--- src/hdc_consts.svh ---
`ifndef HDC_CONSTS_SVH
`define HDC_CONSTS_SVH

// hypervector width, one word per vector
`define HDC_VEC_W 64

// hardware thread lanes
`define HDC_THREADS 5

// item memory size and its address width
`define HDC_ITEM_DEPTH 512
`define HDC_ADDR_W 9

// raw instruction word width
`define HDC_INST_W 16

`endif

--- src/verilog/hdc_isa_pkg.sv ---
`include "hdc_consts.svh"

package hdc_isa_pkg;

    // raw word as it arrives on get_d, address in the low bits
    typedef logic [`HDC_INST_W-1:0] inst_word_t;

    // decoded operation
    typedef enum logic [2:0] {
        op_nop,
        op_load,
        op_wb_item,
        op_xor,
        op_store,
        op_move,
        op_last,
        op_sign
    } opcode_e;

    // bit 15 marks words that carry an address
    function automatic opcode_e decode_op(inst_word_t w);
        opcode_e op;
        if (w[15] && w[12]) begin
            op = op_wb_item;
        end else if (w[15] && w[13]) begin
            op = op_load;
        end else if (w[15]) begin
            op = op_nop;
        end else if (w[13]) begin
            op = op_xor;
        end else if (w[12]) begin
            op = op_store;
        end else if (w[11]) begin
            op = op_move;
        end else if (w[10]) begin
            op = op_last;
        end else if (w[9]) begin
            op = op_sign;
        end else begin
            op = op_nop;
        end
        return op;
    endfunction

endpackage

--- src/verilog/hdc_vec_pkg.sv ---
`include "hdc_consts.svh"

package hdc_vec_pkg;

    // one hypervector
    typedef logic [`HDC_VEC_W-1:0] hv_t;

    // item memory address
    typedef logic [`HDC_ADDR_W-1:0] item_addr_t;

    // thread index, wide enough for all lanes
    typedef logic [$clog2(`HDC_THREADS)-1:0] thread_t;

endpackage

--- src/verilog/result_unit.sv ---
`timescale 1ns/1ps
`default_nettype none

`include "hdc_consts.svh"

module result_unit (
    input  wire logic                 clk,
    input  wire logic                 reset,
    input  wire logic                 run,
    input  wire logic                 exec,
    input  wire hdc_isa_pkg::opcode_e op,
    input  wire hdc_vec_pkg::thread_t thread,
    input  wire hdc_vec_pkg::hv_t     lane_acc [`HDC_THREADS],
    output hdc_vec_pkg::hv_t          wb_data,
    output logic                      store,
    output hdc_vec_pkg::hv_t          core_result,
    output logic                      last
);

    hdc_vec_pkg::hv_t sel_acc;
    hdc_vec_pkg::hv_t buff;
    logic do_store;

    // accumulator of the thread in the current slot
    always_comb begin
        sel_acc = '0;
        for (int i = 0; i < `HDC_THREADS; i++) begin
            if (thread == hdc_vec_pkg::thread_t'(i)) begin
                sel_acc = lane_acc[i];
            end
        end
    end

    assign wb_data  = sel_acc;
    assign do_store = run && exec && (op == hdc_isa_pkg::op_store);

    always_ff @(posedge clk) begin
        if (reset || !run || !exec) begin
            store <= 1'b0;
            last  <= 1'b0;
        end else begin
            // one pulse per store word
            store <= (op == hdc_isa_pkg::op_store);
            // last holds until exec or run drops
            if (op == hdc_isa_pkg::op_last) begin
                last <= 1'b1;
            end
        end
    end

    always_ff @(posedge clk) begin
        if (do_store) begin
            buff <= sel_acc;
        end
    end

    // result bus is quiet outside the pulse
    assign core_result = store ? buff : '0;

    store_pulse_only: assert property (
        @(posedge clk) disable iff (reset)
        store && $past(store) |->
            $past(op, 1) == hdc_isa_pkg::op_store && $past(op, 2) == hdc_isa_pkg::op_store
    ) else $error("store held without back-to-back store ops");

endmodule

`default_nettype wire

--- config.mk ---
export PLATFORM = sky130hd
export DESIGN_NAME = result_unit
export DESIGN_NICKNAME = d
export VERILOG_FILES = /design/src/verilog/hdc_isa_pkg.sv /design/src/verilog/hdc_vec_pkg.sv /design/src/verilog/result_unit.sv
export VERILOG_INCLUDE_DIRS = /design/src
export SDC_FILE = /design/constraint.sdc
export NUM_CORES = 1
export LEC_CHECK = 0
export ABC_AREA = 1
export BUFFER_PORTS_ARGS = -buffer_cell sky130_fd_sc_hd__buf_4
export CAP_MARGIN = 20
export CORE_AREA = 3 3 178 180
export DETAILED_ROUTE_END_ITERATION = 8
export DIE_AREA = 0 0 181 183
export PLACE_DENSITY = 0.49
export SLEW_MARGIN = 20
export SYNTH_ARGS = -nofsm -noshare
export SYNTH_HDL_FRONTEND = slang
export SYNTH_SLANG_ARGS = --single-unit
--- constraint.sdc ---
create_clock -name clk -period 11.7 [get_ports clk]
set_clock_uncertainty 0.05 [all_clocks]
set_input_delay 1.17 -clock clk [delete_from_list [all_inputs] [get_ports clk]]
set_output_delay 1.17 -clock clk [all_outputs]
set_load 0.01 [all_outputs]
# == After elaboration in Yosys (flattened, before gate mapping) ==
# Cells that the tools add are included.
# totals
regBits,66
output_inout_bits,130
wordCells,22
# op_classes
eq_ne,6
reduce_logical,7
n_mux,6
# op_table
operator,count
$mux W64,6
$eq A3 B3 Y1 const B,3
$eq A3 B2 Y1 const B,2
$eq A3 B1 Y1 const B,1
$logic_not A3 Y1,1
$logic_and A1 B1 Y1,2
$logic_not A1 Y1,2
$logic_or A1 B1 Y1,2

# == Logic depth before layout (Yosys ltp) ==
# depth
depth_word,6
ltp_mapped,7

# == Least setup slack after synthesis ==
# No wires, ideal clock.
# synth_timing
path_kind,input to register
from,in op[0]
to,"reg buff[0], enable pin"
slack_ns,3.550
arrival_time_ns,7.449
path_stages,1
path_buffers,0
required_time_ns,10.999
cell_sequence,nor4_1
# synth_between
elab_chain_cells,2
# synth_rtl
item,line,text
start: declaration,result_unit.sv:11,"input wire hdc_isa_pkg::opcode_e op,"
$eq A3 B3 Y1,result_unit.sv:35,assign do_store = run && exec && (op == hdc_isa_pkg::op_store);
$logic_and A1 B1 Y1,result_unit.sv:35,
end signal: assignment,result_unit.sv:53,buff <= sel_acc;
end: declaration,result_unit.sv:21,hdc_vec_pkg::hv_t buff;
# Every way passes these cells.
# A chain may end at the register's enable or synchronous reset.

# == Worst setup path after layout ==
# layout_timing
from,in thread[0]
to,out wb_data[20]
# layout_between
elab_chain_cells,6
word_cells_on_any_way,10
# layout_rtl
item,line,text
start: declaration,result_unit.sv:12,"input wire hdc_vec_pkg::thread_t thread,"
$logic_not A3 Y1,result_unit.sv:28,if (thread == hdc_vec_pkg::thread_t'(i)) begin
$mux W64 (4 in series),result_unit.sv:28,
$mux W64 (*),result_unit.sv:28,
end: declaration,result_unit.sv:14,"output hdc_vec_pkg::hv_t wb_data,"
# Every way passes the cells marked *; elsewhere a longest branch is shown, timed or not.

==> impl_metrics.toml <==
[worst_setup_path]
r2r_setup_slack_ns = 11.10
crit_type = "in -> out"
end_kind = "output pin"
rr_worst_depth = 2
cp_max_fo = 68
crit_top_cell = "buf_4"
cpMaxStageDelayCell = "buf_4"
critPathTopFamily = "buffers and inverters"
rr_endpoint = "last"
path_cells = "buf_4 -> nand3b_1 -> buf_4 -> nor2_1 -> nor2_1 -> nand3_1 -> buf_4"
cp.arrival_ns = 3.41
slowest_delay_ns = 0.69
crit_buf_inv = 3
required_ns = 10.48
cp-start-kind = "input port"
reg2reg_from = "last"

[pwr]
p_int_uw = 596
switching_share_pct = 27.8
clockPowerShare_pct = 40.1
power_leakage_nw = 5.22
p_per_area_nw_per_um2 = 88.5
irDropWorstVdd_mv = 0.0525
power_uw = 825
seqPwrFrac_pct = 32.6
power_frac_comb_pct = 27.2
switching_power_uw = 229

[cts]
clk_pin_slew_ns = 0.07
post_cts_buffers = 0
cts_buffers = 9
cts_tree = "done"
cts_htree_levels = 3
clockBufferDepth = 2
clockRootBuffer = "clkbuf_16"
clock_sinks = 66
ctsHoldBuffers = 0
clkLatencyLatePin_ns = 0.34
cts-resized-gates = 0

[cells_and_area]
syn_to_final_growth_pct = 79.7
drive_above_1_share_pct = 38.6
num-nets-final = 1595
post-route-util_pct = 30.7

[logic_synthesis]
synth_warnings = 0
synth_top_area_share_pct = 37.1
ys_top_cells_by_area = "edfxtp_1, nand2_1, nand3_1, inv_1, nor2_1"
synth_top_area_cell = "edfxtp_1"
synth-seq-cells = 66
ys.flop_type = "edfxtp_1"
ys_types = 16
syn_avg_cell_area_um2 = 6.18
async_flop_share_pct = 0
syn_area_um2 = 5180
synth_nets = 1169
synth_seq_area_share_pct = 37.8
synth_cells = 839
synth_common_cells = "nand2_1, nand3_1, inv_1"
synth_most_common_cell = "nand2_1"
synth_edf_count = 64

[placement]
gp_congestion = 0.888
numPortBuffers = 459
dpl.hpwl_mm = 21.7

[status]
status = "finished, final reports clean"

[routing]
initialDrtViolationCount = 319
viasPerCell = 4.27
wl_mm = 29.0
drc = 0
dr.pass1.iters = 7
wl_per_cell_um = 17.4
ant_nets = 0
via_count = 7110

[global_route]
antenna_found_initial = 2
grt_pass1_vias = 7227
grt_start_max_net_pins = 69
track_usage_pct = 16.6
gr-total-overflow = 0
grt_first_pass_wirelength_mm = 42.2

[sta]
worstMarginPinSlew_ns = 0.903
fmax_mhz = 216
report.final.slew_viol_count = 0
post-route-min-period_ns = 4.63
finalSetupViolations = 0
slew-limit-headroom_pct = 39.8
rsz0062_at_grt = "no"
fin_crit_sh_pct = 39.6
final_hold_viol_count = 0
setup-tns-final_ns = 0

[hold_path]
hold_depth = 2
whs_endpoint = "last"
hp-start = "last"
min_path_type = "reg -> reg"

[floorplanning]
die-area_um2 = 33100
rows = 64
core-area_um2 = 30300
chipHeight_um = 183
die-width_um = 181
initial_core_util_pct = 17.1
io_pins = 460

[job]
drv_cap = 0
-- flip-flops by register name, summed over array words and instances (netlist names) --
name   count
last       1
store      1
buff      64
-- layer usage --
metal / track usage (%) / vias to the layer above / share of wire [%]
met2: 29.7 / 355 / 50
li1: - / 3479 / -
met5: 0 / - / 0.045
met4: 6.19 / 2 / 3.2
met3: 5.12 / 45 / 9.1
met1: 18.6 / 3229 / 37
-- area by class of cell --
type	instances	area (um2)
fillers	3463	21000
diodes	1	2.50
inverters	131	492
well taps	396	495
clock buffers	10	229
flip-flops and latches	66	1960
repair buffers	468	3510
multi-input cells	589	2510
clock inverters	6	115
-- how the worst max path moves through the flow --
stage              start          end  slack [ns]  cells after the start
6_report       thread[0]  wb_data[20]        7.07                      7
5_1_grt        thread[0]   wb_data[8]        6.85                      8
4_1_cts        thread[0]   wb_data[8]        7.03                      8
3_5_place_dp   thread[0]   wb_data[8]        7.03                      8
3_3_place_gp   thread[0]  wb_data[20]        7.06                      7
2_1_floorplan      op[0]      buff[0]        3.55                      1
-- kinds of logic (layout without fill, tap and decap cells) --
group,count (synthesis),in the layout,synth area share [%]
AOI/OAI and AO/OA,1,1,0.0964
buffers and inverters,184,615,14.2
DFF,66,66,37.8
other,0,1,0
and+or+nand+nor,588,588,47.8
-- worst min-delay path, stage by stage, from the launching register on --
cell and delay, ns:
dfxtp_1 0.31, inv_1 0.05, a21oi_1 0.05
-- per-stage QoR --
stage	instance area, um2	worst slack (ns)	hold slack, ns	cells
after detailed placement	8970	7.03	0.395	1650
after CTS	9310	7.03	0.406	1666
after global placement	8970	7.06	0.391	1650
final	9320	7.07	0.405	1667
after global routing	9320	6.85	0.420	1667
after floorplan	5180	3.55	0.422	839
-- power groups by stage --
stage	Sequential, mW	Combinational (mW)	Clock [mW]
2_1_floorplan	0.274	0.0766	0
3_3_place_gp	0.274	0.226	0
3_5_place_dp	0.274	0.227	0
4_1_cts	0.269	0.227	0.343
5_1_grt	0.270	0.245	0.351
6_report	0.269	0.225	0.331
-- cell usage in the layout, fill, tap and decap left out --
cell type   synthesis  final
buf_4               1    468
nand2_1           259    259
nand3_1           192    192
inv_1             131    130
nor2_1            129    129
edfxtp_1           64     64
clkbuf_16           0      9
nor2_4              0      3
bufinv_16           0      3
nand3b_1            2      2
clkinv_4            0      2
diode_2             0      1
inv_2               0      1
nor3_4              1      1
nor4_2              0      1
nor4_1              2      1
a21oi_1             1      1
clkinvlp_4          0      1
clkbuf_1           13      1
dfxtp_1             2      1
dfxtp_2             0      1
(Power assumes the default switching activity.)
