File: src/hdc_consts.svh
`ifndef HDC_CONSTS_SVH
`define HDC_CONSTS_SVH

// hypervector width, one word per vector
`define HDC_VEC_W 64

// hardware thread lanes
`define HDC_THREADS 5

// item memory size and its address width
`define HDC_ITEM_DEPTH 512
`define HDC_ADDR_W 9

// raw instruction word width
`define HDC_INST_W 16

`endif

File: src/verilog/hdc_isa_pkg.sv
`include "hdc_consts.svh"

package hdc_isa_pkg;

    // raw word as it arrives on get_d, address in the low bits
    typedef logic [`HDC_INST_W-1:0] inst_word_t;

    // decoded operation
    typedef enum logic [2:0] {
        op_nop,
        op_load,
        op_wb_item,
        op_xor,
        op_store,
        op_move,
        op_last,
        op_sign
    } opcode_e;

    // bit 15 marks words that carry an address
    function automatic opcode_e decode_op(inst_word_t w);
        opcode_e op;
        if (w[15] && w[12]) begin
            op = op_wb_item;
        end else if (w[15] && w[13]) begin
            op = op_load;
        end else if (w[15]) begin
            op = op_nop;
        end else if (w[13]) begin
            op = op_xor;
        end else if (w[12]) begin
            op = op_store;
        end else if (w[11]) begin
            op = op_move;
        end else if (w[10]) begin
            op = op_last;
        end else if (w[9]) begin
            op = op_sign;
        end else begin
            op = op_nop;
        end
        return op;
    endfunction

endpackage

File: src/verilog/hdc_vec_pkg.sv
`include "hdc_consts.svh"

package hdc_vec_pkg;

    // one hypervector
    typedef logic [`HDC_VEC_W-1:0] hv_t;

    // item memory address
    typedef logic [`HDC_ADDR_W-1:0] item_addr_t;

    // thread index, wide enough for all lanes
    typedef logic [$clog2(`HDC_THREADS)-1:0] thread_t;

endpackage

File: src/verilog/inst_decoder.sv
`timescale 1ns/1ps
`default_nettype none

`include "hdc_consts.svh"

module inst_decoder (
    input  wire logic                    clk,
    input  wire logic                    reset,
    input  wire logic                    get_v,
    input  wire hdc_isa_pkg::inst_word_t get_d,
    output hdc_isa_pkg::opcode_e         op,
    output hdc_vec_pkg::thread_t         thread,
    output logic                         wb_en,
    output hdc_vec_pkg::item_addr_t      wb_addr
);

    localparam hdc_vec_pkg::thread_t LAST_THREAD = hdc_vec_pkg::thread_t'(`HDC_THREADS - 1);

    hdc_isa_pkg::opcode_e dec_op;

    assign dec_op = hdc_isa_pkg::decode_op(get_d);

    always_ff @(posedge clk) begin
        if (reset || !get_v) begin
            // idle: park on the last thread so the next burst starts at 0
            op      <= hdc_isa_pkg::op_nop;
            thread  <= LAST_THREAD;
            wb_en   <= 1'b0;
            wb_addr <= '0;
        end else begin
            if (dec_op == hdc_isa_pkg::op_wb_item) begin
                // write-back goes to the item memory, lanes see a nop
                op      <= hdc_isa_pkg::op_nop;
                wb_en   <= 1'b1;
                wb_addr <= get_d[`HDC_ADDR_W-1:0];
            end else begin
                op      <= dec_op;
                wb_en   <= 1'b0;
                wb_addr <= '0;
            end

            // round robin over the lanes, one word each
            if (thread == LAST_THREAD) begin
                thread <= '0;
            end else begin
                thread <= thread + 1'b1;
            end
        end
    end

    thread_in_range: assert property (
        @(posedge clk) disable iff (reset)
        thread <= LAST_THREAD
    ) else $error("thread index out of range");

    // a write-back word must not also start a lane operation
    wb_is_nop: assert property (
        @(posedge clk) disable iff (reset)
        wb_en |-> op == hdc_isa_pkg::op_nop
    ) else $error("write-back issued with a lane op");

endmodule

`default_nettype wire

File: config.mk
export PLATFORM = sky130hd
export DESIGN_NAME = inst_decoder
export DESIGN_NICKNAME = d
export VERILOG_FILES = /design/src/verilog/hdc_isa_pkg.sv /design/src/verilog/hdc_vec_pkg.sv /design/src/verilog/inst_decoder.sv
export VERILOG_INCLUDE_DIRS = /design/src
export SDC_FILE = /design/constraint.sdc
export NUM_CORES = 1
export LEC_CHECK = 0
export ABC_AREA = 1
export BUFFER_PORTS_ARGS = -buffer_cell sky130_fd_sc_hd__buf_4
export CAP_MARGIN = 10
export CORE_UTILIZATION = 40
export CTS_CLUSTER_SIZE = 10
export DETAILED_ROUTE_END_ITERATION = 12
export PLACE_DENSITY = 0.85
export RECOVER_POWER = 50
export SLEW_MARGIN = 40
export SYNTH_ARGS = -nofsm -noshare
export SYNTH_HDL_FRONTEND = slang
export SYNTH_SLANG_ARGS = --single-unit
export TNS_END_PERCENT = 5
File: constraint.sdc
create_clock -name clk -period 1.1 [get_ports clk]
set_clock_uncertainty 0.15 [all_clocks]
set_input_delay 0.22 -clock clk [delete_from_list [all_inputs] [get_ports clk]]
set_output_delay 0.22 -clock clk [all_outputs]
set_load 0.05 [all_outputs]
* Word level (Yosys, flattened, before mapping)
Index checks and enable logic that the tools add are counted.
** Operators by class
- Add/subtract/negate cells :: 1
- Equal/unequal tests :: 2
- Muxes and demuxes :: 10
- Bitwise operators :: 1
- Reductions and logical operators :: 7
** Operators by type and width (number)
- 2-to-1 mux 3 bit :: 9
- OR reduction 2 bit :: 3
- adder 3 x 1 -> 3 bit (second input constant) :: 1
- equality test 3 x 2 -> 1 bit (second input constant) :: 1
- equality test 3 bit (second input constant) :: 1
- logical AND 1 bit :: 2
- logical NOT 1 bit :: 1
- logical OR 1 bit :: 1
- 2-to-1 mux 1 bit :: 1
- NOT 1 bit :: 1
** Storage, ports and cells
- Register bits :: 16
- Bits of input ports :: 19
- Output and inout port bits :: 16
- Word-level logic and storage cells :: 26

* Longest topological paths before layout
- Word-level depth :: 11
- Gate-level depth with buffers :: 5
- Depth with buffers taken out :: 5

* Least setup slack after synthesis
OpenSTA, ideal clock, no wires.
- Path kind :: reg2reg
- Start point :: register thread[0]
- End point :: register thread[1]
- Setup time :: 0.111 ns
- Arrival time :: 1.103 ns
- Required time :: 0.839 ns
- Path slack :: -0.264 ns
- Stages on the path, launching flop included :: 5
- Path buffers :: 0
- Period minus slack after synthesis :: 1.364 ns
- Path through :: dfxtp_1 inv_1 ha_1 inv_1 nor2_1
** On the way
- Cells in the longest elaborated chain, start to end :: 2
- Elaborated cells on any way between the ends :: 3
- Classes of those cells :: add/sub (1); eq/ne (1); reduce/logical (1)
** Ends and longest elaborated chain
- start, declared :: line inst_decoder.sv:12 : output hdc_vec_pkg::thread_t thread,
- start signal, assigned :: line inst_decoder.sv:46 : thread <= thread + 1'b1;
- start signal, assigned :: line inst_decoder.sv:53 : thread <= LAST_THREAD
- parallel branches: the longest is 2 deep, another holds adder 3 x 1 -> 3 bit
Several ways; the timed one is not identified.
A chain may end at the register's enable or synchronous reset.

* Worst setup path after layout
- Start point :: register thread[0]
- End point :: output thread[0]
No word-level cell between the ends.

==> results by group <==
Status
  • Status: complete, but fails checks
  • Failing checks: hold timing, setup timing

STA
  • Maximum clock frequency: 846 MHz
  • Fin. Hold Viols: 1
  • Final WS setup: -0.0821 ns
  • Setup TNS: -0.850 ns
  • Final setup vio count: 17
  • Worst-Margin Slew: 0.339 ns
  • RSZ-0062 raised after global routing: true
  • Min Hold Slack: -0.000196 ns
  • Final period utilization: 107%
  • Post-layout min period: 1.18 ns
  • Slew HR: 77.3%
  • Slew Limit Fails: 0

Routing
  • Antenna viol nets, final: 0
  • First-pass detailed-route iteration total: 4
  • Vias per cell: 4.35
  • Total Wirelength: 1.59 mm
  • Routed len/inst: 12.2 um
  • Drt initial violations: 13
  • # DRC: 0
  • Vias: 565

Final layout
  • P&R area growth vs syn: 88.6%
  • Util after Layout: 81.9%
  • Most frequent cells in the layout: 19 x inv_1, 16 x buf_4, 14 x buf_8
  • Reg area: 348 um^2
  • Layout cells sized above 1: 50.4%
  • Ant diodes: 0
  • Fillcell total: 80
  • Layout Nets: 137
  • Multi-input gate area: 169 um^2
  • Commonest non-fill, non-tap cell in the layout: inv_1

Power
  • Leakage: 0.556 nW
  • Pwr Density: 1120 nW/um^2
  • VDD IR-drop max: 0.842 mV

Floorplan
  • Die area: 1580 um^2
  • Row count: 13
  • Chip Height: 39.8 um
  • Starting density of the core: 43.4%
  • IO Pins: 35
  • Core area: 1320 um^2
  • Die width: 39.8 um

Global route
  • Total gr overflow: 0
  • Number of antenna violations at the first check in global routing: 0
  • Total Routing Usage GR: 20.7%
  • Largest net degree at the start of global routing: 10
  • Global-route wire length before repair: 2.01 mm
  • Vias in the first global route: 481

Synth
  • Cell area after synthesis: 572 um^2
  • Cells after synthesis: 71
  • Largest family of logic cells by synthesized area: simple AND/OR/NAND/NOR gates
  • Post-synth cell types: 13
  • Mux cell area share after synthesis: 0%
  • Synth Warn #: 0
  • Avg Cell Area, Syn: 8.05 um^2
  • Post-Syn Nets: 92
  • Simple-gate area share of the yosys netlist: 22.8%
  • Adder-Cell Fraction of Synth Area: 4.38%
  • #FFs+latches synth: 16
  • Post-synthesis xor/xnor area fraction: 1.53%
  • Sequential fraction of the synthesis area: 56.0%
  • Compound-gate portion of the synthesized area: 1.75%

CTS
  • Skew-Pair Late Insertion Delay: 0.28 ns
  • Clock root buffer: clkbuf_4
  • Reg clk slew, reported paths: 0.10 ns
  • Num CTS Buffers: 3
  • H-tree levels: 1
  • CTS tree: built
  • Clock sinks: 16
  • Post-CTS Setup Bufs: 0
  • CTS max path bufs: 2

Critical path
  • CP bufs+invs: 1
  • CP max stage delay: 0.38 ns
  • Critical-path cell list: buf_8
  • RR Startpoint: thread[0]
  • Slowest cell on crit path: dfxtp_4
  • R2R depth: 5
  • Reg2Reg Setup Slack: -0.02 ns
  • Crit path required time: 0.73 ns
  • Crit Path Category: flip-flop to output pin
  • Startpoint types: flip-flop
  • Crit-path max FO: 4
  • Crit path DAT: 0.81 ns
  • CP delay by family, top: flip-flops
  • Crit path depth: 1
  • CP endpoint kind: output pin
  • Reg2reg end: thread[1]
  • Worst setup startpoint: thread[0]
  • Crit path to: thread[0]

Worst hold path
  • HP Class: primary input to flip-flop

Placement
  • DP HPWL: 998 um
  • RePlAce Congestion: 0.602
  • Port Buffers: 33
  • Pre-CTS setup slack: 0.0441 ns

Job
  • Max-Cap Viols: 0
Yosys cell counts (all sizes together):
| cell type | instances | area, um^2 |
|---|---|---|
| inv | 20 | 77.6 |
| xor2 | 1 | 8.76 |
| nor2 | 15 | 68.8 |
| nor3 | 1 | 5.00 |
| ha | 2 | 25.0 |
| a21oi | 2 | 10.0 |
| dfxtp | 16 | 320 |
| nand3 | 1 | 5.00 |
| nand2 | 13 | 51.3 |
cell type report:
type | count | area share, %
Clock buffer | 4 | 3.36
Inverter | 20 | 7.08
Multi-Input combinational cell | 35 | 15.7
Sequential cell | 16 | 32.3
Tap cell | 15 | 1.74
Timing Repair Buffer | 40 | 39.9
metal layers:
layer	track usage (%)	vias to the layer above	wire, um
met5	0	-	0
met1	21.6	255	565
li1	-	287	-
met3	3.41	2	50
met4	15.5	0	28
met2	36.1	21	942
cell families after synthesis:
family | after synthesis
compound gates | 2
xor+xnor | 1
fa+ha+maj | 2
buf+inv | 20
flops | 16
simple gates | 30
flip-flops by register name (all words and copies together) (netlist names):
| register | flops |
|---|---|
| op | 3 |
| thread | 3 |
| wb_addr | 9 |
| wb_en | 1 |
tightest hold or removal path, stage by stage:
cell and delay, ns:
buf_4 0.11, inv_1 0.05, nor2_2 0.03
worst min-delay path by stage:
stage | startpoint | end | slack (ns) | cells past startpoint
after CTS | get_d[7] | wb_addr[7] | 0.001 | 3
after floorplan | get_d[0] | wb_addr[0] | 0.18 | 2
after detailed placement | thread[0] | thread[0] | 0.27 | 1
final | get_d[7] | wb_addr[7] | -0.0002 | 3
after global routing | get_d[7] | wb_addr[7] | 0.003 | 3
after global placement | thread[0] | thread[0] | 0.27 | 1
where the power goes:
part | leakage, nW | switching [mW] | total, mW | internal [mW]
Combinational | 0.397 | 0.105 | 0.211 | 0.106
Clock | 0.0210 | 0.194 | 0.395 | 0.201
Sequential | 0.138 | 0.0122 | 0.603 | 0.590
per-stage QoR:
stage	instances	cell area [um^2]	power [mW]
5_1_grt	130	1080	1.26
6_report	130	1080	1.21
3_3_place_gp	119	847	0.776
4_1_cts	128	1040	1.20
2_1_floorplan	71	581	0.702
3_5_place_dp	119	847	0.783
what timing repair did:
action / in CTS / in global routing
hold buffers: 5 / 2
setup endpoints to repair: 16 / 19
hold endpoints to repair: 5 / 2
resized for setup: 37 / 8
(Power assumes the default switching activity.)
