$ cat config.mk
export PLATFORM = sky130hd
export DESIGN_NAME = thread_lane
export DESIGN_NICKNAME = d
export VERILOG_FILES = /design/src/verilog/hdc_isa_pkg.sv /design/src/verilog/hdc_vec_pkg.sv /design/src/verilog/thread_lane.sv
export VERILOG_INCLUDE_DIRS = /design/src
export SDC_FILE = /design/constraint.sdc
export NUM_CORES = 1
export LEC_CHECK = 0
export BUFFER_PORTS_ARGS = -buffer_cell sky130_fd_sc_hd__buf_2
export CAP_MARGIN = 20
export CORE_MARGIN = 2
export CORE_UTILIZATION = 35
export DETAILED_ROUTE_END_ITERATION = 10
export PLACE_DENSITY = 0.55
export REMOVE_ABC_BUFFERS = 1
export SYNTH_ARGS = -nofsm -noshare
export SYNTH_HDL_FRONTEND = slang
export SYNTH_SLANG_ARGS = --single-unit
$ cat constraint.sdc
create_clock -name clk -period 2.9 [get_ports clk]
set_input_delay 0.87 -clock clk [delete_from_list [all_inputs] [get_ports clk]]
set_output_delay 0.87 -clock clk [all_outputs]
set_load 0.01 [all_outputs]
$ cat src/hdc_consts.svh
`ifndef HDC_CONSTS_SVH
`define HDC_CONSTS_SVH

// hypervector width, one word per vector
`define HDC_VEC_W 64

// hardware thread lanes
`define HDC_THREADS 5

// item memory size and its address width
`define HDC_ITEM_DEPTH 512
`define HDC_ADDR_W 9

// raw instruction word width
`define HDC_INST_W 16

`endif

$ cat src/verilog/hdc_isa_pkg.sv
`include "hdc_consts.svh"

package hdc_isa_pkg;

    // raw word as it arrives on get_d, address in the low bits
    typedef logic [`HDC_INST_W-1:0] inst_word_t;

    // decoded operation
    typedef enum logic [2:0] {
        op_nop,
        op_load,
        op_wb_item,
        op_xor,
        op_store,
        op_move,
        op_last,
        op_sign
    } opcode_e;

    // bit 15 marks words that carry an address
    function automatic opcode_e decode_op(inst_word_t w);
        opcode_e op;
        if (w[15] && w[12]) begin
            op = op_wb_item;
        end else if (w[15] && w[13]) begin
            op = op_load;
        end else if (w[15]) begin
            op = op_nop;
        end else if (w[13]) begin
            op = op_xor;
        end else if (w[12]) begin
            op = op_store;
        end else if (w[11]) begin
            op = op_move;
        end else if (w[10]) begin
            op = op_last;
        end else if (w[9]) begin
            op = op_sign;
        end else begin
            op = op_nop;
        end
        return op;
    endfunction

endpackage

$ cat src/verilog/hdc_vec_pkg.sv
`include "hdc_consts.svh"

package hdc_vec_pkg;

    // one hypervector
    typedef logic [`HDC_VEC_W-1:0] hv_t;

    // item memory address
    typedef logic [`HDC_ADDR_W-1:0] item_addr_t;

    // thread index, wide enough for all lanes
    typedef logic [$clog2(`HDC_THREADS)-1:0] thread_t;

endpackage

$ cat src/verilog/thread_lane.sv
`timescale 1ns/1ps
`default_nettype none

module thread_lane #(
    parameter int LANE_ID = 0
) (
    input  wire logic                 clk,
    input  wire logic                 reset,
    input  wire logic                 run,
    input  wire logic                 exec,
    input  wire hdc_isa_pkg::opcode_e op,
    input  wire hdc_vec_pkg::thread_t thread,
    input  wire hdc_vec_pkg::hv_t     load_data,
    input  wire hdc_vec_pkg::hv_t     sign_bit,
    output hdc_vec_pkg::hv_t          acc
);

    localparam hdc_vec_pkg::thread_t MY_ID = hdc_vec_pkg::thread_t'(LANE_ID);

    // operand register, filled by move
    hdc_vec_pkg::hv_t operand;
    logic active;

    // this lane owns the current slot
    assign active = run && exec && (thread == MY_ID);

    always_ff @(posedge clk) begin
        if (reset || !run) begin
            operand <= '0;
            acc     <= '0;
        end else if (active) begin
            case (op)
                hdc_isa_pkg::op_load: begin
                    acc <= load_data;
                end
                hdc_isa_pkg::op_xor: begin
                    // binding of two hypervectors
                    acc <= operand ^ acc;
                end
                hdc_isa_pkg::op_move: begin
                    operand <= acc;
                end
                hdc_isa_pkg::op_sign: begin
                    acc <= sign_bit;
                end
                default: begin
                    // store, last and nop leave the registers alone
                end
            endcase
        end
    end

endmodule

`default_nettype wire
; After elaboration in Yosys (flattened, before gate mapping)
; Index checks and enable logic that the tools add are counted.
[word_totals]
out_inout_bits = 64
in_bits = 138
word_cells = 16
register_bits = 128
[classes]
n_bitwise = 1
n_reduce_logical = 8
n_eq_ne = 4
muxes = 1
[ops]
columns = op, n
row1 = one-hot mux 64 bit (3 select lines), 1
row2 = bitwise XOR 64 bit, 1
row3 = == test 3 bit (second input constant), 2
row4 = AND reduction 2 bit, 2
row5 = == test 3 x 1 -> 1 bit (second input constant), 1
row6 = == test 3 x 2 -> 1 bit (second input constant), 1
row7 = zero test 3 bit, 1
row8 = nonzero test 3 bit, 1
row9 = logical AND 1 bit, 2
row10 = zero test 1 bit, 1
row11 = logical OR 1 bit, 1

; Longest topological paths before layout
; Gate-level depths: netlist (run 1).
[logic_depth]
word_depth = 3
ltp_mapped = 6
ltp_nobuf = 4

; Worst setup path before layout (run 1)
; OpenSTA, ideal clock, no wires.
[synth_path]
path_type = input-to-reg
start = input thread[1]
end = register operand[10]
setup_ns = 0.143
path_slack_ns = 0.803
arrival_ns = 1.953
path_buffers = 2
required_time_ns = 2.757
path_stages = 6
path_cell_list = nand4b_4 or4_1 buf_4 buf_6 nand2_2 a21oi_2
[synth_via]
elab_chain_len = 3
[synth_lines]
columns = item, line
row1 = "start, declared", thread_lane.sv:12  ; input wire hdc_vec_pkg::thread_t thread,
row2 = zero test 3 bit, thread_lane.sv:25  ; assign active = run && exec && (thread == MY_ID);
row3 = logical AND 1 bit, thread_lane.sv:25
row4 = AND reduction 2 bit (no source line), --
row5 = "end signal, assigned", thread_lane.sv:29  ; operand <= '0;
row6 = "end signal, assigned", thread_lane.sv:41  ; operand <= acc;
row7 = "end, declared", thread_lane.sv:21  ; hdc_vec_pkg::hv_t operand;
; No other way between the ends.
; A chain may end at the register's enable or synchronous reset.

; Worst setup path in the final report (run 1)
[layout_path]
start = input op[2]
end = register acc[18]
[layout_via]
elab_chain_len = 3
word_cells_on_any_way = 6
cone_classes = eq/ne (3) / mux (1) / reduce/logical (2)
[layout_lines]
columns = item, line
row1 = "start, declared", thread_lane.sv:11  ; input wire hdc_isa_pkg::opcode_e op,
row2 = "== test 3 bit, or another cell as far along", thread_lane.sv:32  ; case (op)
row3 = nonzero test 3 bit (no source line), --
row4 = AND reduction 2 bit (no source line), --
row5 = "end signal, assigned", thread_lane.sv:34  ; acc <= load_data;
row6 = "end signal, assigned", thread_lane.sv:38  ; acc <= operand ^ acc;
row7 = "end signal, assigned", thread_lane.sv:44  ; acc <= sign_bit;
row8 = "end, declared", thread_lane.sv:15  ; output hdc_vec_pkg::hv_t acc
; Parallel ways exist; a longest one is shown, timed or not.

==> run_results.csv, run 1 <==
group,metric,value,unit
global_routing,grt_max_degree,128,
synth,async_flop_share,0,%
synth,syn_area_per_cell,7.83,sq um
global_routing,antenna_found_initial,0,
synth,synthCells,844,
clock_tree,numCtsBuffers,17,
timing,worst_pin_slew,577,ps
clock_tree,clk_pin_slew,60,ps
routing,drt.antenna.violating_nets,0,
setup_path,max_stage_delay,400,ps
timing,skew,6.56,ps
setup_path,r2r_cells,4,
floorplan,core_area,0.0186,sq mm
timing,max_freq,507,MHz
timing,fin_crit_sh,68.0,%
synth,synth_area_leaders,"dfxtp_1, o21ai_0, xor2_1",
power,p_int,0.00341,W
timing,finalSetupViolations,0,
timing,layout_setup_ws,927,ps
setup_path,cp.required,3230,ps
power,power_frac_comb,7.2,%
power,power_frac_clock,52.1,%
setup_path,end_kind,"flop",
power,finalPower,0.00434,W
cells_and_area,finalNonFillerCells,1255,
cells_and_area,diodes,0,
floorplan,initial_utilization,35.4,%
cells_and_area,drive_gt1_share,36.2,%
routing,post_drt_wl_per_cell,13.8,um
setup_path,worst_path_most_repeated_cell,"buf_12",
setup_path,cp_slowest_cell,"nor4b_4",
min_path,hold_depth,2,
clock_tree,cts_buffer_depth,2,
run,max_cap_viol_count,0,
synth,ys_types,24,
setup_path,cp_max_fo,43,
synth,synth_area,0.00661,sq mm
routing,drt-total-wl,17.3,mm
synth,synthTopCellsByCount,"nand2_1, dfxtp_1, o21ai_0, a21oi_1, xor2_1",
timing,finalMaxSlewViolations,0,
timing,rsz0062_at_grt,"no",
outcome,status,"finished clean",
clock_tree,cts_setup_buffers,0,
setup_path,worstSetupStartpointType,"input pin",
cells_and_area,fillCellCount,1930,
clock_tree,cts_tree,"yes",
clock_tree,hold_buffers,0,
cells_and_area,fin_nets,1149,
clock_tree,htree_num_levels,4,
power,swShare,21.5,%
synth,yosysTopAreaCellShare,38.8,%
power,seqPwrFrac,40.7,%
setup_path,path_delay_family,"buffers and inverters",
floorplan,io_pins,202,
synth,synth_seq_area_share,38.8,%
min_path,hp-class,"flop to flop",
timing,max_slew_margin,61.5,%
synth,ys.flop_type,"dfxtp_1",
power,ir_worst_vdd,0.383,mV
clock_tree,root_buffer,"clkbuf_16",
synth,ys_warn_count,0,
synth,synth-edff-count,0,
setup_path,worst-path-buf-inv,3,
floorplan,die_w,141,um
floorplan,die_h,141,um
power,power.density,517,mW/mm^2
clock_tree,cts_sinks,128,
place,pre_cts_ws,470,ps
setup_path,path_depth,7,
setup_path,cp_cell_sequence,"buf_4, nand2b_1, nor4b_4, buf_12, buf_12, o21ai_0, a31oi_1",
synth,synth.most_common_cell,"nand2_1",
routing,drt_first_pass_iters,4,
setup_path,worstPathArrival,2300,ps
power,p_leak,3.97,nW
floorplan,die-area,0.0200,sq mm
place,dpl.hpwl,11.1,mm
timing,finalCriticalPeriod,1970,ps
global_routing,grtUsageTotal,17.2,%
global_routing,grt-ovfl-total,0,
clock_tree,insertion_delay,400,ps
global_routing,grt_pass1_wl,28.0,mm
power,p_sw,0.000932,W
timing,tns,0,ps
synth,yosys_register_bits,128,
cells_and_area,syn_to_final_growth,27.2,%
place,numPlacedInstances,1226,
routing,drt-initial-drc-count,250,
synth,synth_top_cell_by_area,"dfxtp_1",
place,gp_congestion,0.733,
place,io_buffers,201,
timing,hold_viol_final,0,
clock_tree,cts_resized,0,
routing,drcViolationCount,0,
global_routing,grt_pass1_vias,5587,
routing,via_per_inst,4.87,
routing,routed-via-count,6112,
setup_path,crit_type,"input pin to flop",
floorplan,row_count,50,
timing,timing.hold.ws,465,ps
[per-layer routing]
layer / GRT usage (%) / vias up / share of wire, %
li1: - / 3160 / -
met1: 24.2 / 2763 / 50
met2: 26.1 / 175 / 43
met3: 4.62 / 14 / 6.1
met4: 4.11 / 0 / 0.97
met5: 0 / - / 0
[flip-flops by register name, indices dropped and copies added, names as in the netlist]
name	cells
acc	64
operand	64
[power by group through the flow]
stage	Sequential [W]	Combinational [W]	Clock [W]
detailed placement	0.00180	0.000316	0
floorplan	0.00181	0.000139	0
global placement	0.00180	0.000318	0
finish	0.00177	0.000314	0.00226
global route	0.00177	0.000353	0.00238
CTS	0.00177	0.000318	0.00232
[placed cells by master, fill, tap and decap left out, drive strengths merged]
cell      synthesis  final
or4               1      1
bufinv            0      4
xor2             64     64
inv              63     63
nor4b             1      1
or2b              1      1
nand4b            1      1
nand2           193    193
clkbuf           40     24
clkinvlp          0      1
nand2b            1      1
dfxtp           128    128
o21a              1      1
o21ai           127    127
a21oi           128    128
buf              29    217
nor2b             1      1
mux2i             1      1
a31oi            63     63
nor4              1      1
[final timing paths]
kind | start | end | slack, ps
max | op[2] | acc[18] | 930
min | operand[63] | operand[63] | 470
max reg2reg | acc[47] | acc[47] | 1910
min reg2reg | operand[63] | operand[63] | 470
[tightest hold or removal path, delay by kind of cell, from the launching register on]
kind               cells  cell delay, ps
and+or+nand+nor        1              50
AOI/OAI and AO/OA      1              50
DFF                    1             310
[cell families (layout without fill, tap and decap cells)]
| kind of cell | after synthesis | count (layout) | synth area share [%] |
|---|---|---|---|
| buf+inv | 132 | 309 | 9.22 |
| flops | 128 | 128 | 38.8 |
| xor+xnor | 64 | 64 | 8.48 |
| simple gates | 200 | 200 | 14.6 |
| compound gates | 319 | 319 | 28.8 |
| mux | 1 | 1 | 0.151 |
[stage by stage]
step	instance area [sq um]	util (%)
after floorplan	6230	-
after global placement	7790	41.8
after detailed placement	7790	41.8
after CTS	8410	45.1
after global routing	8410	45.1
final	8410	45.1
[layout make-up]
cell class	instances	area, sq um	area share (%)
flip-flops and latches	128	2560	30.5
well taps	234	293	3.48
repair buffers	217	1230	14.6
clock buffers	24	492	5.85
clock inverters	5	128	1.52
inverters	63	236	2.81
multi-input cells	584	3470	41.2
No activity file was read; power rests on OpenSTA's default activity.
==> run 2: changes to the inputs <==
Settings changed: PLACE_DENSITY 0.55 to 0.57.
Clock period 2.9 ns to 1.79 ns, I/O delays scaled along.
==> run 2 against run 1 <==
Worst setup slack lost 680 ps. Final area grew 1.7%. Cell count grew 1.4%. First-iteration DRC count grew 31%. Critical path depth shrank 6. Combinational power grew 72%. Non-clock buffer count grew 17. Highest routed layer unchanged. Routed wire length shrank 1.6%. Global-route usage shrank 0.13 points. Hold slack lost 83 ps. Sequential power grew 62%.
==> run_results.csv, run 2 (synthesis gave the netlist of run 1 again) <==
group,metric,value,unit
timing,finalMaxSlewViolations,0,
routing,via_per_inst,4.83,
power,swShare,22.6,%
cells_and_area,drive_gt1_share,37.4,%
timing,max_slew_margin,79.9,%
global_routing,grt_max_degree,54,
floorplan,core_area,0.0186,sq mm
clock_tree,clk_pin_slew,50,ps
timing,worst_pin_slew,302,ps
power,seqPwrFrac,43.3,%
place,gp_congestion,0.739,
power,p_leak,4.06,nW
min_path,hold_end,"acc[39]",
clock_tree,htree_num_levels,4,
setup_path,worstPathArrival,1000,ps
routing,drt-total-wl,17.0,mm
clock_tree,insertion_delay,410,ps
setup_path,cp_slowest_cell,"dfxtp_1",
cells_and_area,fin_nets,1166,
place,pre_cts_ws,-92.8,ps
power,power_frac_clock,48.6,%
cells_and_area,finalNonFillerCells,1272,
min_path,hold_depth,3,
place,io_buffers,201,
routing,routed-via-count,6139,
setup_path,cp.required,1250,ps
min_path,hp-class,"input pin to flop",
timing,layout_setup_ws,249,ps
routing,drt_first_pass_iters,4,
cells_and_area,syn_to_final_growth,29.4,%
power,p_sw,0.00150,W
floorplan,row_count,50,
floorplan,io_pins,202,
setup_path,crit_type,"flop to output port",
setup_path,cp_max_fo,4,
setup_path,r2r_cells,4,
setup_path,cp_cell_sequence,"buf_2",
power,finalPower,0.00662,W
power,power_frac_comb,8.2,%
setup_path,end_kind,"output port",
timing,finalCriticalPeriod,1540,ps
setup_path,max_stage_delay,420,ps
setup_path,reg2reg_from,"acc[47]",
timing,skew,5.83,ps
floorplan,die-area,0.0200,sq mm
setup_path,path_delay_family,"flip-flops",
cells_and_area,final_common_cell,"buf_2",
routing,post_drt_wl_per_cell,13.4,um
global_routing,antenna_found_initial,0,
power,ir_worst_vdd,0.573,mV
timing,rsz0062_at_grt,"no",
timing,finalSetupViolations,0,
global_routing,grtUsageTotal,17.0,%
setup_path,worst-path-buf-inv,1,
clock_tree,root_buffer,"clkbuf_16",
clock_tree,cts_resized,0,
setup_path,r2r_setup_slack,820,ps
place,numPlacedInstances,1243,
cells_and_area,diodes,0,
setup_path,path_depth,1,
timing,fin_crit_sh,86.1,%
cells_and_area,final_cell_mix,"buf_2, nand2_1, dfxtp_1",
power,p_int,0.00512,W
clock_tree,hold_buffers,0,
place,post_dp_cell_area,0.00800,sq mm
floorplan,die_h,141,um
global_routing,grt-ovfl-total,0,
timing,max_freq,649,MHz
clock_tree,cts_sinks,128,
outcome,status,"finished clean",
cells_and_area,fin_area,0.00855,sq mm
timing,hold_viol_final,0,
timing,tns,0,ps
clock_tree,cts_setup_buffers,0,
routing,drt.antenna.violating_nets,0,
place,dpl.hpwl,11.6,mm
global_routing,grt_pass1_wl,27.7,mm
routing,drcViolationCount,0,
global_routing,grt_pass1_vias,5691,
floorplan,initial_utilization,35.4,%
routing,drt-initial-drc-count,327,
clock_tree,cts_tree,"yes",
floorplan,die_w,141,um
cells_and_area,reg.largest.list,"acc: 64 flops, operand: 64 flops",
setup_path,r2r-end,"acc[47]",
clock_tree,cts_buffer_depth,2,
power,power.density,774,mW/mm^2
clock_tree,numCtsBuffers,17,
run,max_cap_viol_count,0,
min_path,min_from,"load_data[39]",
setup_path,worstSetupStartpointType,"flop",
[run 2: changes by cell type in the layout (fill, tap and decap cells not counted), sizes merged]
cell,change
clkbuf,-1
bufinv,-3
clkinvlp,-1
clkinv,+5
buf,+17
[run 2: per-stage QoR]
step | utilization (%) | hold slack (ps)
after floorplan | - | 448
after global placement | 42.9 | 456
after detailed placement | 42.9 | 460
after CTS | 45.9 | 360
after global routing | 45.9 | 365
final | 45.9 | 382
[run 2: area by class of cell]
cell class,count,area (sq um)
fillers,1905,10100
repair buffers,234,1440
multi-input cells,584,3470
clock inverters,6,58.8
well taps,234,293
inverters,63,236
flip-flops and latches,128,2560
clock buffers,23,488
[run 2: how the worst max path moves through the flow]
stage                   start          end  slack, ps
floorplan           thread[1]      acc[10]      -4050
global placement    thread[1]   operand[2]        -90
detailed placement  thread[1]  operand[28]        -90
CTS                   acc[25]      acc[25]        220
global route          acc[25]      acc[25]        160
finish                acc[20]      acc[20]        250
[run 2: per-layer routing]
metal  share of wire [%]  GRT usage (%)  vias up  wire [um]
met1                  51           23.6     2766       8650
met5                   0              0        -          0
met4                0.75           3.95        0        128
met2                  43           26.5      164       7320
li1                    -              -     3196          -
met3                 5.4           4.66       13        917
[run 2: worst reg2reg max path, delay by kind of cell (launching register included)]
kind            cells  cell delay [ps]
flops               1              380
xor+xnor            1              150
compound gates      2              300
mux                 1               80
[run 2: power groups by stage]
| stage | sequential [W] | clock [W] | combinational [W] |
|---|---|---|---|
| 6_report | 0.00286 | 0.00321 | 0.000540 |
| 5_1_grt | 0.00286 | 0.00343 | 0.000607 |
| 4_1_cts | 0.00286 | 0.00330 | 0.000548 |
| 3_5_place_dp | 0.00292 | 0 | 0.000545 |
| 3_3_place_gp | 0.00292 | 0 | 0.000547 |
| 2_1_floorplan | 0.00293 | 0 | 0.000224 |
